## config.mk

```make
export PLATFORM = sky130hd
export DESIGN_NAME = request_scheduler
export DESIGN_NICKNAME = d
export VERILOG_FILES = /design/src/rtl/dram_geom_pkg.sv /design/src/rtl/sched_cmd_pkg.sv /design/src/rtl/request_decoder.sv /design/src/rtl/bank_queue.sv /design/src/rtl/bank_timer.sv /design/src/rtl/cmd_issue.sv /design/src/rtl/request_scheduler.sv
export VERILOG_INCLUDE_DIRS = /design/src /design/src/include
export SDC_FILE = /design/constraint.sdc
export NUM_CORES = 2
export LEC_CHECK = 0
export ABC_AREA = 1
export BUFFER_PORTS_ARGS = -buffer_cell sky130_fd_sc_hd__buf_2
export CAP_MARGIN = 25
export CORE_UTILIZATION = 27
export CTS_CLUSTER_SIZE = 12
export DETAILED_ROUTE_END_ITERATION = 10
export PLACE_DENSITY = 0.52
export SLEW_MARGIN = 15
export SYNTH_ARGS = -nofsm -noshare
export SYNTH_HDL_FRONTEND = slang
export SYNTH_SLANG_ARGS = --single-unit
```

## constraint.sdc

```tcl
create_clock -name clk_in -period 5.4 [get_ports clk_in]
set_input_delay 0.27 -clock clk_in [delete_from_list [all_inputs] [get_ports clk_in]]
set_output_delay 0.27 -clock clk_in [all_outputs]
set_load 0.03 [all_outputs]
```

## src/include/sched_config.svh

```systemverilog
`ifndef SCHED_CONFIG_SVH
`define SCHED_CONFIG_SVH

// rank geometry, one rank of 2 bank groups x 4 banks
`define SCHED_ROW_BITS 8
`define SCHED_COL_BITS 4
`define SCHED_BG_BITS 1
`define SCHED_BA_BITS 2
`define SCHED_BANKS 8

// request payload width
`define SCHED_DATA_BITS 32

// entries held per bank before busy is raised
`define SCHED_QUEUE_DEPTH 4

// bank recovery times in clock cycles
`define SCHED_ACT_LATENCY 8
`define SCHED_PRE_LATENCY 5

`endif

```

## src/rtl/dram_geom_pkg.sv

```systemverilog
`default_nettype none

`include "sched_config.svh"

package dram_geom_pkg;

    typedef logic [`SCHED_ROW_BITS-1:0] row_t;
    typedef logic [`SCHED_COL_BITS-1:0] col_t;
    typedef logic [`SCHED_BG_BITS-1:0]  bg_t;
    typedef logic [`SCHED_BA_BITS-1:0]  ba_t;

    // bank group in the upper bit, bank below it
    typedef logic [`SCHED_BG_BITS+`SCHED_BA_BITS-1:0] bank_idx_t;

    // flat request address, msb first
    typedef struct packed {
        bg_t  bg;
        ba_t  ba;
        row_t row;
        col_t col;
    } mem_addr_t;

    // address word as seen with ACTIVATE
    typedef struct packed {
        bg_t  bg;
        ba_t  ba;
        row_t row;
    } cmd_row_view_t;

    // address word as seen with READ, WRITE and PRECHARGE
    typedef struct packed {
        bg_t                                     bg;
        ba_t                                     ba;
        logic [`SCHED_ROW_BITS-`SCHED_COL_BITS-1:0] pad; // always zero
        col_t                                    col;
    } cmd_col_view_t;

    typedef union packed {
        cmd_row_view_t row_view;
        cmd_col_view_t col_view;
    } cmd_addr_u;

endpackage

`default_nettype wire

```

## src/rtl/sched_cmd_pkg.sv

```systemverilog
`default_nettype none

`include "sched_config.svh"

package sched_cmd_pkg;

    import dram_geom_pkg::*;

    typedef logic [`SCHED_DATA_BITS-1:0] data_t;

    // encoding matches the controller side
    typedef enum logic [1:0] {
        CMD_READ      = 2'd0,
        CMD_WRITE     = 2'd1,
        CMD_ACTIVATE  = 2'd2,
        CMD_PRECHARGE = 2'd3
    } sched_cmd_e;

    // request after address decode, as held in the bank FIFOs
    typedef struct packed {
        bg_t   bg;
        ba_t   ba;
        row_t  row;
        col_t  col;
        logic  write; // 1 for write, 0 for read
        data_t data;
    } mem_request_t;

endpackage

`default_nettype wire

```

## src/rtl/request_decoder.sv

```systemverilog
`timescale 1ns/1ns
`default_nettype none

`include "sched_config.svh"

module request_decoder
    import dram_geom_pkg::*;
    import sched_cmd_pkg::*;
(
    input  logic                     clk_in,
    input  logic                     rst_in,
    input  logic                     valid_in,
    input  mem_addr_t                addr_in,
    input  logic                     write_in,
    input  data_t                    data_in,
    output mem_request_t             req,
    output logic [`SCHED_BANKS-1:0]  push
);

    bank_idx_t bank;

    assign bank = {addr_in.bg, addr_in.ba};

    // one push pulse per strobe, toward the addressed bank only
    always_ff @(posedge clk_in or posedge rst_in) begin
        if (rst_in) begin
            push <= '0;
        end else if (valid_in) begin
            push <= `SCHED_BANKS'(1) << bank;
        end else begin
            push <= '0;
        end
    end

    // field split of the flat address
    always_ff @(posedge clk_in) begin
        if (valid_in) begin
            req.bg    <= addr_in.bg;
            req.ba    <= addr_in.ba;
            req.row   <= addr_in.row;
            req.col   <= addr_in.col;
            req.write <= write_in;
            req.data  <= data_in;
        end
    end

endmodule

`default_nettype wire

```

## src/rtl/bank_queue.sv

```systemverilog
`timescale 1ns/1ns
`default_nettype none

`include "sched_config.svh"

module bank_queue
    import sched_cmd_pkg::*;
(
    input  logic         clk_in,
    input  logic         rst_in,
    input  logic         push,
    input  mem_request_t req,
    input  logic         pop,
    output mem_request_t head,
    output logic         empty,
    output logic         full
);

    localparam int DEPTH    = `SCHED_QUEUE_DEPTH;
    localparam int PTR_BITS = $clog2(DEPTH);

    mem_request_t          mem [DEPTH];
    logic [PTR_BITS-1:0]   rd_ptr;
    logic [PTR_BITS-1:0]   wr_ptr;
    logic [PTR_BITS:0]     count;
    logic [PTR_BITS:0]     count_next;
    logic                  do_push;
    logic                  do_pop;

    // a push into a full queue is only taken when a pop frees a slot
    assign do_push = push && (!full || pop);
    assign do_pop  = pop && !empty;

    assign head = mem[rd_ptr];

    always_comb begin
        count_next = count;
        case ({do_push, do_pop})
            2'b10:   count_next = count + 1'b1;
            2'b01:   count_next = count - 1'b1;
            default: count_next = count; // both or neither
        endcase
    end

    always_ff @(posedge clk_in) begin
        if (do_push) begin
            mem[wr_ptr] <= req;
        end
    end

    always_ff @(posedge clk_in or posedge rst_in) begin
        if (rst_in) begin
            rd_ptr <= '0;
            wr_ptr <= '0;
            count  <= '0;
            empty  <= 1'b1;
            full   <= 1'b0;
        end else begin
            if (do_push) begin
                wr_ptr <= (wr_ptr == PTR_BITS'(DEPTH - 1)) ? '0 : wr_ptr + 1'b1;
            end
            if (do_pop) begin
                rd_ptr <= (rd_ptr == PTR_BITS'(DEPTH - 1)) ? '0 : rd_ptr + 1'b1;
            end
            count <= count_next;
            empty <= (count_next == '0);
            full  <= (count_next == (PTR_BITS + 1)'(DEPTH));
        end
    end

endmodule

`default_nettype wire

```

## src/rtl/bank_timer.sv

```systemverilog
`timescale 1ns/1ns
`default_nettype none

`include "sched_config.svh"

module bank_timer
    import dram_geom_pkg::*;
(
    input  logic                           clk_in,
    input  logic                           rst_in,
    input  logic                           act_strobe,
    input  logic                           pre_strobe,
    input  bank_idx_t                      strobe_bank,
    input  row_t                           strobe_row,
    output row_t [`SCHED_BANKS-1:0]        open_rows,
    output logic [`SCHED_BANKS-1:0]        row_valid,
    output logic [`SCHED_BANKS-1:0]        bank_busy
);

    localparam int ACT_LAT  = `SCHED_ACT_LATENCY;
    localparam int PRE_LAT  = `SCHED_PRE_LATENCY;
    localparam int MAX_LAT  = (ACT_LAT > PRE_LAT) ? ACT_LAT : PRE_LAT;
    localparam int CNT_BITS = $clog2(MAX_LAT + 1);

    logic [CNT_BITS-1:0] busy_cnt [`SCHED_BANKS];

    // the row register only matters while row_valid is set
    always_ff @(posedge clk_in) begin
        if (act_strobe) begin
            open_rows[strobe_bank] <= strobe_row;
        end
    end

    always_ff @(posedge clk_in or posedge rst_in) begin
        if (rst_in) begin
            row_valid <= '0;
            for (int b = 0; b < `SCHED_BANKS; b++) begin
                busy_cnt[b] <= '0;
            end
        end else begin
            for (int b = 0; b < `SCHED_BANKS; b++) begin
                if (act_strobe && strobe_bank == bank_idx_t'(b)) begin
                    row_valid[b] <= 1'b1;
                    busy_cnt[b]  <= CNT_BITS'(ACT_LAT);
                end else if (pre_strobe && strobe_bank == bank_idx_t'(b)) begin
                    row_valid[b] <= 1'b0; // bank closed
                    busy_cnt[b]  <= CNT_BITS'(PRE_LAT);
                end else if (busy_cnt[b] != '0) begin
                    busy_cnt[b] <= busy_cnt[b] - 1'b1;
                end
            end
        end
    end

    always_comb begin
        for (int b = 0; b < `SCHED_BANKS; b++) begin
            bank_busy[b] = (busy_cnt[b] != '0);
        end
    end

endmodule

`default_nettype wire

```

## src/rtl/cmd_issue.sv

```systemverilog
`timescale 1ns/1ns
`default_nettype none

`include "sched_config.svh"

module cmd_issue
    import dram_geom_pkg::*;
    import sched_cmd_pkg::*;
(
    input  logic                              clk_in,
    input  logic                              rst_in,
    input  logic                              cmd_ready,
    input  mem_request_t [`SCHED_BANKS-1:0]   heads,
    input  logic [`SCHED_BANKS-1:0]           empties,
    input  row_t [`SCHED_BANKS-1:0]           open_rows,
    input  logic [`SCHED_BANKS-1:0]           row_valid,
    input  logic [`SCHED_BANKS-1:0]           bank_busy,
    output logic [`SCHED_BANKS-1:0]           pop,
    output logic                              act_strobe,
    output logic                              pre_strobe,
    output bank_idx_t                         strobe_bank,
    output row_t                              strobe_row,
    output logic                              valid_out,
    output sched_cmd_e                        cmd_out,
    output cmd_addr_u                         cmd_addr_out,
    output data_t                             data_out
);

    logic         found;
    bank_idx_t    sel;
    mem_request_t sel_req;
    logic         row_hit;
    logic         fire;
    sched_cmd_e   next_cmd;
    cmd_addr_u    next_addr;
    data_t        next_data;

    // lowest index bank with work and no recovery pending
    always_comb begin
        found = 1'b0;
        sel   = '0;
        for (int b = 0; b < `SCHED_BANKS; b++) begin
            if (!found && !empties[b] && !bank_busy[b]) begin
                found = 1'b1;
                sel   = bank_idx_t'(b);
            end
        end
    end

    assign sel_req = heads[sel];
    assign row_hit = row_valid[sel] && (open_rows[sel] == sel_req.row);
    assign fire    = cmd_ready && found;

    always_comb begin
        next_addr = '0;
        next_data = '0;
        if (!row_valid[sel]) begin
            next_cmd                = CMD_ACTIVATE; // closed bank
            next_addr.row_view.bg   = sel_req.bg;
            next_addr.row_view.ba   = sel_req.ba;
            next_addr.row_view.row  = sel_req.row;
        end else begin
            next_addr.col_view.bg  = sel_req.bg;
            next_addr.col_view.ba  = sel_req.ba;
            next_addr.col_view.col = sel_req.col;
            if (row_hit) begin
                next_cmd = sel_req.write ? CMD_WRITE : CMD_READ;
                if (sel_req.write) begin
                    next_data = sel_req.data;
                end
            end else begin
                next_cmd = CMD_PRECHARGE; // wrong row open
            end
        end
    end

    // strobes and pop act on the same edge the command is registered
    assign act_strobe  = fire && (next_cmd == CMD_ACTIVATE);
    assign pre_strobe  = fire && (next_cmd == CMD_PRECHARGE);
    assign strobe_bank = sel;
    assign strobe_row  = sel_req.row;
    assign pop         = (fire && row_hit) ? (`SCHED_BANKS'(1) << sel) : '0;

    always_ff @(posedge clk_in or posedge rst_in) begin
        if (rst_in) begin
            valid_out <= 1'b0;
        end else begin
            valid_out <= fire;
        end
    end

    // command word holds between commands
    always_ff @(posedge clk_in) begin
        if (fire) begin
            cmd_out      <= next_cmd;
            cmd_addr_out <= next_addr;
            data_out     <= next_data;
        end
    end

endmodule

`default_nettype wire

```

## src/rtl/request_scheduler.sv

```systemverilog
`timescale 1ns/1ns
`default_nettype none

`include "sched_config.svh"

module request_scheduler
    import dram_geom_pkg::*;
    import sched_cmd_pkg::*;
(
    input  logic       clk_in,
    input  logic       rst_in,
    input  logic       valid_in,
    input  mem_addr_t  addr_in,
    input  logic       write_in,
    input  data_t      data_in,
    input  logic       cmd_ready,
    output logic       busy,
    output logic       valid_out,
    output sched_cmd_e cmd_out,
    output cmd_addr_u  cmd_addr_out,
    output data_t      data_out
);

    mem_request_t                     req;
    logic [`SCHED_BANKS-1:0]          push;
    logic [`SCHED_BANKS-1:0]          pop;
    mem_request_t [`SCHED_BANKS-1:0]  heads;
    logic [`SCHED_BANKS-1:0]          empties;
    logic [`SCHED_BANKS-1:0]          fulls;
    logic                             act_strobe;
    logic                             pre_strobe;
    bank_idx_t                        strobe_bank;
    row_t                             strobe_row;
    row_t [`SCHED_BANKS-1:0]          open_rows;
    logic [`SCHED_BANKS-1:0]          row_valid;
    logic [`SCHED_BANKS-1:0]          bank_busy;

    // source must hold off while any bank FIFO is full
    assign busy = |fulls;

    request_decoder u_decoder (
        .clk_in   (clk_in),
        .rst_in   (rst_in),
        .valid_in (valid_in),
        .addr_in  (addr_in),
        .write_in (write_in),
        .data_in  (data_in),
        .req      (req),
        .push     (push)
    );

    for (genvar b = 0; b < `SCHED_BANKS; b++) begin : g_bank
        bank_queue u_queue (
            .clk_in (clk_in),
            .rst_in (rst_in),
            .push   (push[b]),
            .req    (req),
            .pop    (pop[b]),
            .head   (heads[b]),
            .empty  (empties[b]),
            .full   (fulls[b])
        );
    end

    bank_timer u_timer (
        .clk_in      (clk_in),
        .rst_in      (rst_in),
        .act_strobe  (act_strobe),
        .pre_strobe  (pre_strobe),
        .strobe_bank (strobe_bank),
        .strobe_row  (strobe_row),
        .open_rows   (open_rows),
        .row_valid   (row_valid),
        .bank_busy   (bank_busy)
    );

    cmd_issue u_issue (
        .clk_in       (clk_in),
        .rst_in       (rst_in),
        .cmd_ready    (cmd_ready),
        .heads        (heads),
        .empties      (empties),
        .open_rows    (open_rows),
        .row_valid    (row_valid),
        .bank_busy    (bank_busy),
        .pop          (pop),
        .act_strobe   (act_strobe),
        .pre_strobe   (pre_strobe),
        .strobe_bank  (strobe_bank),
        .strobe_row   (strobe_row),
        .valid_out    (valid_out),
        .cmd_out      (cmd_out),
        .cmd_addr_out (cmd_addr_out),
        .data_out     (data_out)
    );

endmodule

`default_nettype wire

```

==> impl_metrics.csv <==
group,metric,value,unit
layout,seq_area,53900,um2
timing,fin_crit_sh,0.932,
routing,ant_nets,0,
grt,grt_overflow,0,
critical_path,cp_max_fo,26,
routing,vias,46100,
hold_path,hold_path_class,"input pin to asynchronous set/reset pin",
clock_tree,cts_tree,"done",
routing,viasPerCell,4.95,
timing,fin_tns_setup,0,ns
synthesis,synthTopCellsByArea,"edfxtp_1, nand2_1, dfrtp_1",
timing,setup-violations-final,0,
routing,wl,225000,um
critical_path,critPathBufInv,9,
timing,timing.hold.ws,0.129,ns
pwr,peakVddDrop,0.000594,V
clock_tree,insertion_delay,0.85,ns
timing,slew_headroom,0.218,
pwr,power_density,504,nW/um2
layout,fillers,26100,
layout,fin_util,0.318,
critical_path,critPathCaptureType,"flip-flop",
critical_path,critical_path_required,5.89,ns
layout,final_common_cell,"edfxtp_1",
synthesis,ys_async_sr_fraction,0.0667,
job,cap_violations,0,
critical_path,crit_family,"simple AND/OR/NAND/NOR gates",
pwr,power,42.6,mW
layout,nets,5798,
synthesis,synth_simple_gate_area_share,0.0933,
critical_path,arrival,5.53,ns
layout,multi_input_area,16500,um2
layout,layout_common_cells,"edfxtp_1, nand2_1, a21oi_1",
grt,grtUsageMet3,0.0227,
synthesis,synth_top_family_by_area,"compound AO/OA/AOI/OAI gates",
layout,finalNonFillerCells,9311,
synthesis,synth_ff_type,"edfxtp_1",
die,die_x,519,um
clock_tree,cts_root_buffer,"clkbuf_16",
status,outcome,"finished, final reports clean",
placed_design,place.gp.congestion,0.869,
timing,fmax,199,MHz
synthesis,synth.cell_area,72300,um2
synthesis,synthDistinctLibCells,53,
timing,min_period,5.03,ns
synthesis,synth.mux.area_fraction,0.000139,
routing,drt_iter0_markers,4704,
synthesis,synthAdderAreaFrac,0.0133,
grt,grt_use_met1,0.215,
grt,grt_max_degree,76,
synthesis,synth_edf_count,1693,
timing,hold_viol,0,
synthesis,synthXorXnorAreaFrac,0.00424,
synthesis,synth_fp_nets,5557,
synthesis,yosys_warnings,0,
pwr,p_leak,27.9,nW
routing,wl_per_cell,24.1,um
grt,antenna_found_initial,6,
routing,drc_errors,0,
die,die_area,270000,um2
synthesis,yosysTopAreaCell,"edfxtp_1",
critical_path,regToRegSetupSlack,0.37,ns
critical_path,crit_top_cell,"nand2_1",
critical_path,reg2reg_depth,29,
critical_path,regToRegEndpoint,"g_bank[7].u_queue.mem[0][38]",
clock_tree,cts_made_buffers,178,
clock_tree,cts_sinks,1814,
placed_design,place_hpwl,135000,um
synthesis,synth_compound_area_frac,0.113,
clock_tree,cts-htree-levels,4,
die,num_rows,189,
die,core,266000,um2
grt,grt_use_total,0.163,
clock_tree,clkTransAtPathRegs,0.06,ns
routing,first_pass_iters,6,
grt,grtUsageMet2,0.272,
placed_design,portBuffers,98,
layout,drive_above_1_share,0.119,
critical_path,reg2reg_from,"u_timer.busy_cnt[16]",
critical_path,startpoint_type,"flip-flop",
synthesis,ys_seq_elements,1814,
critical_path,slowest_delay,0.50,ns
synthesis,netlist.area_leader.share,0.704,
timing,tightest_slew,1.16,ns
grt,grt_pass1_wl,321000,um
critical_path,slowest_stage,"nor2_4",
grt,grt_pass1_vias,44200,
timing,rsz0062_at_grt,"false",
grt,grt_busiest_layer,"met2",
timing,skew,0.0481,ns
timing,slew_viol_final,0,
die,die_height,519,um
die,start_util,0.272,
clock_tree,clockBufferDepth,3,
placed_design,dp.cells,8947,
critical_path,critPathKind,"flip-flop to flip-flop",
synthesis,syn_inst,5433,
synthesis,avgSynthCellArea,13.3,um2
layout,synthToLayoutAreaGrowth,17.0,%
die,io_pins,99,
synthesis,seq_area_frac_synth,0.746,
## cells in the mapped netlist (7+ instances only)
cell type	count
o22ai_1	127
o21ai_1	31
nor2_2	13
a221oi_1	129
a32o_1	129
nand3_2	10
buf_4	9
edfxtp_1	1693
nor3_1	12
buf_2	14
or2_2	8
dfstp_2	8
o21ai_0	287
xnor2_1	21
nor4_1	13
nand4_2	11
nand4_1	9
dfrtp_1	113
buf_1	29
o41ai_1	10
a31oi_1	7
nand2_1	1103
nand3_1	78
o221ai_1	32
xor2_1	14
inv_2	21
clkbuf_1	261
fa_1	8
a211oi_1	24
a22oi_1	36
o31ai_1	11
nor2_1	373
a21oi_1	446
inv_1	226
ha_1	64
## layout make-up
cell class                      instances  share of cell area
Clock inverter                         36             0.00413
Inverter                              252              0.0116
Timing Repair Buffer                  377              0.0419
Clock buffer                          244              0.0570
Multi-Input combinational cell       3051               0.195
Antenna cell                            4            0.000118
Tap cell                             3533              0.0523
Sequential cell                      1814               0.638
## sequential cells by signal, summed over array words and instances, names as in the netlist
signal,count
u_issue.cmd_out,2
u_decoder.req,48
u_timer.busy_cnt,32
g_bank.u_queue.count,24
g_bank.u_queue.empty,8
u_issue.data_out,32
u_issue.valid_out,1
g_bank.u_queue.mem,1536
u_issue.cmd_addr_out,11
g_bank.u_queue.wr_ptr,16
u_timer.open_rows,64
g_bank.u_queue.full,8
u_decoder.push,8
u_timer.row_valid,8
g_bank.u_queue.rd_ptr,16
## cells by family after synthesis
group | Yosys count
compound gates | 1288
mux | 1
buf+inv | 568
fa+ha+maj | 72
xor+xnor | 35
simple gates | 1655
flops | 1814
## layer usage
layer	vias to the layer above	routed length [um]
met5	-	0
met4	0	8080
met3	348	15100
met2	1733	107000
met1	23500	94000
li1	20500	-
## worst max path at each step
stage                    startpoint                            to  slack (ns)  cells after the start
2_1_floorplan  u_timer.busy_cnt[20]   g_bank[5].u_queue.mem[0][0]       -0.02                     20
3_3_place_gp   u_timer.busy_cnt[20]        g_bank[4].u_queue.full        0.07                     26
3_5_place_dp   u_timer.busy_cnt[20]        g_bank[4].u_queue.full       -0.08                     26
4_1_cts        u_timer.busy_cnt[20]        g_bank[4].u_queue.full        0.06                     27
5_1_grt        u_timer.busy_cnt[16]        g_bank[3].u_queue.full        0.01                     33
6_report       u_timer.busy_cnt[16]  g_bank[7].u_queue.mem[0][38]        0.37                     29
## per-stage QoR
step	area, um2	setup WS [ns]
3_3_place_gp	78100	0.0694
2_1_floorplan	72300	-0.0167
4_1_cts	84100	0.0578
6_report	84500	0.366
3_5_place_dp	78400	-0.0835
5_1_grt	84500	0.0109
## where the power goes
part / total (mW) / switching (mW) / internal (mW)
clock: 11.5 / 5.25 / 6.25
combinational: 14.2 / 10.4 / 3.79
sequential: 16.9 / 0.400 / 16.5
## what timing repair did
| action | in CTS | in global routing |
|---|---|---|
| hold buffers | 50 | 0 |
| gates cloned | 0 | 1 |
| hold endpoints to repair | 133 | 0 |
| pin swaps | 0 | 5 |
| gates resized for setup | 1 | 11 |
| setup endpoints to repair | 18 | 266 |
| buffers inserted | 0 | 13 |
## worst min-delay path, stage by stage
cell and delay (ns):
dlygate4sd3_1 0.53, buf_2 0.14, inv_6 0.50
No activity file was read; power rests on OpenSTA's default activity.
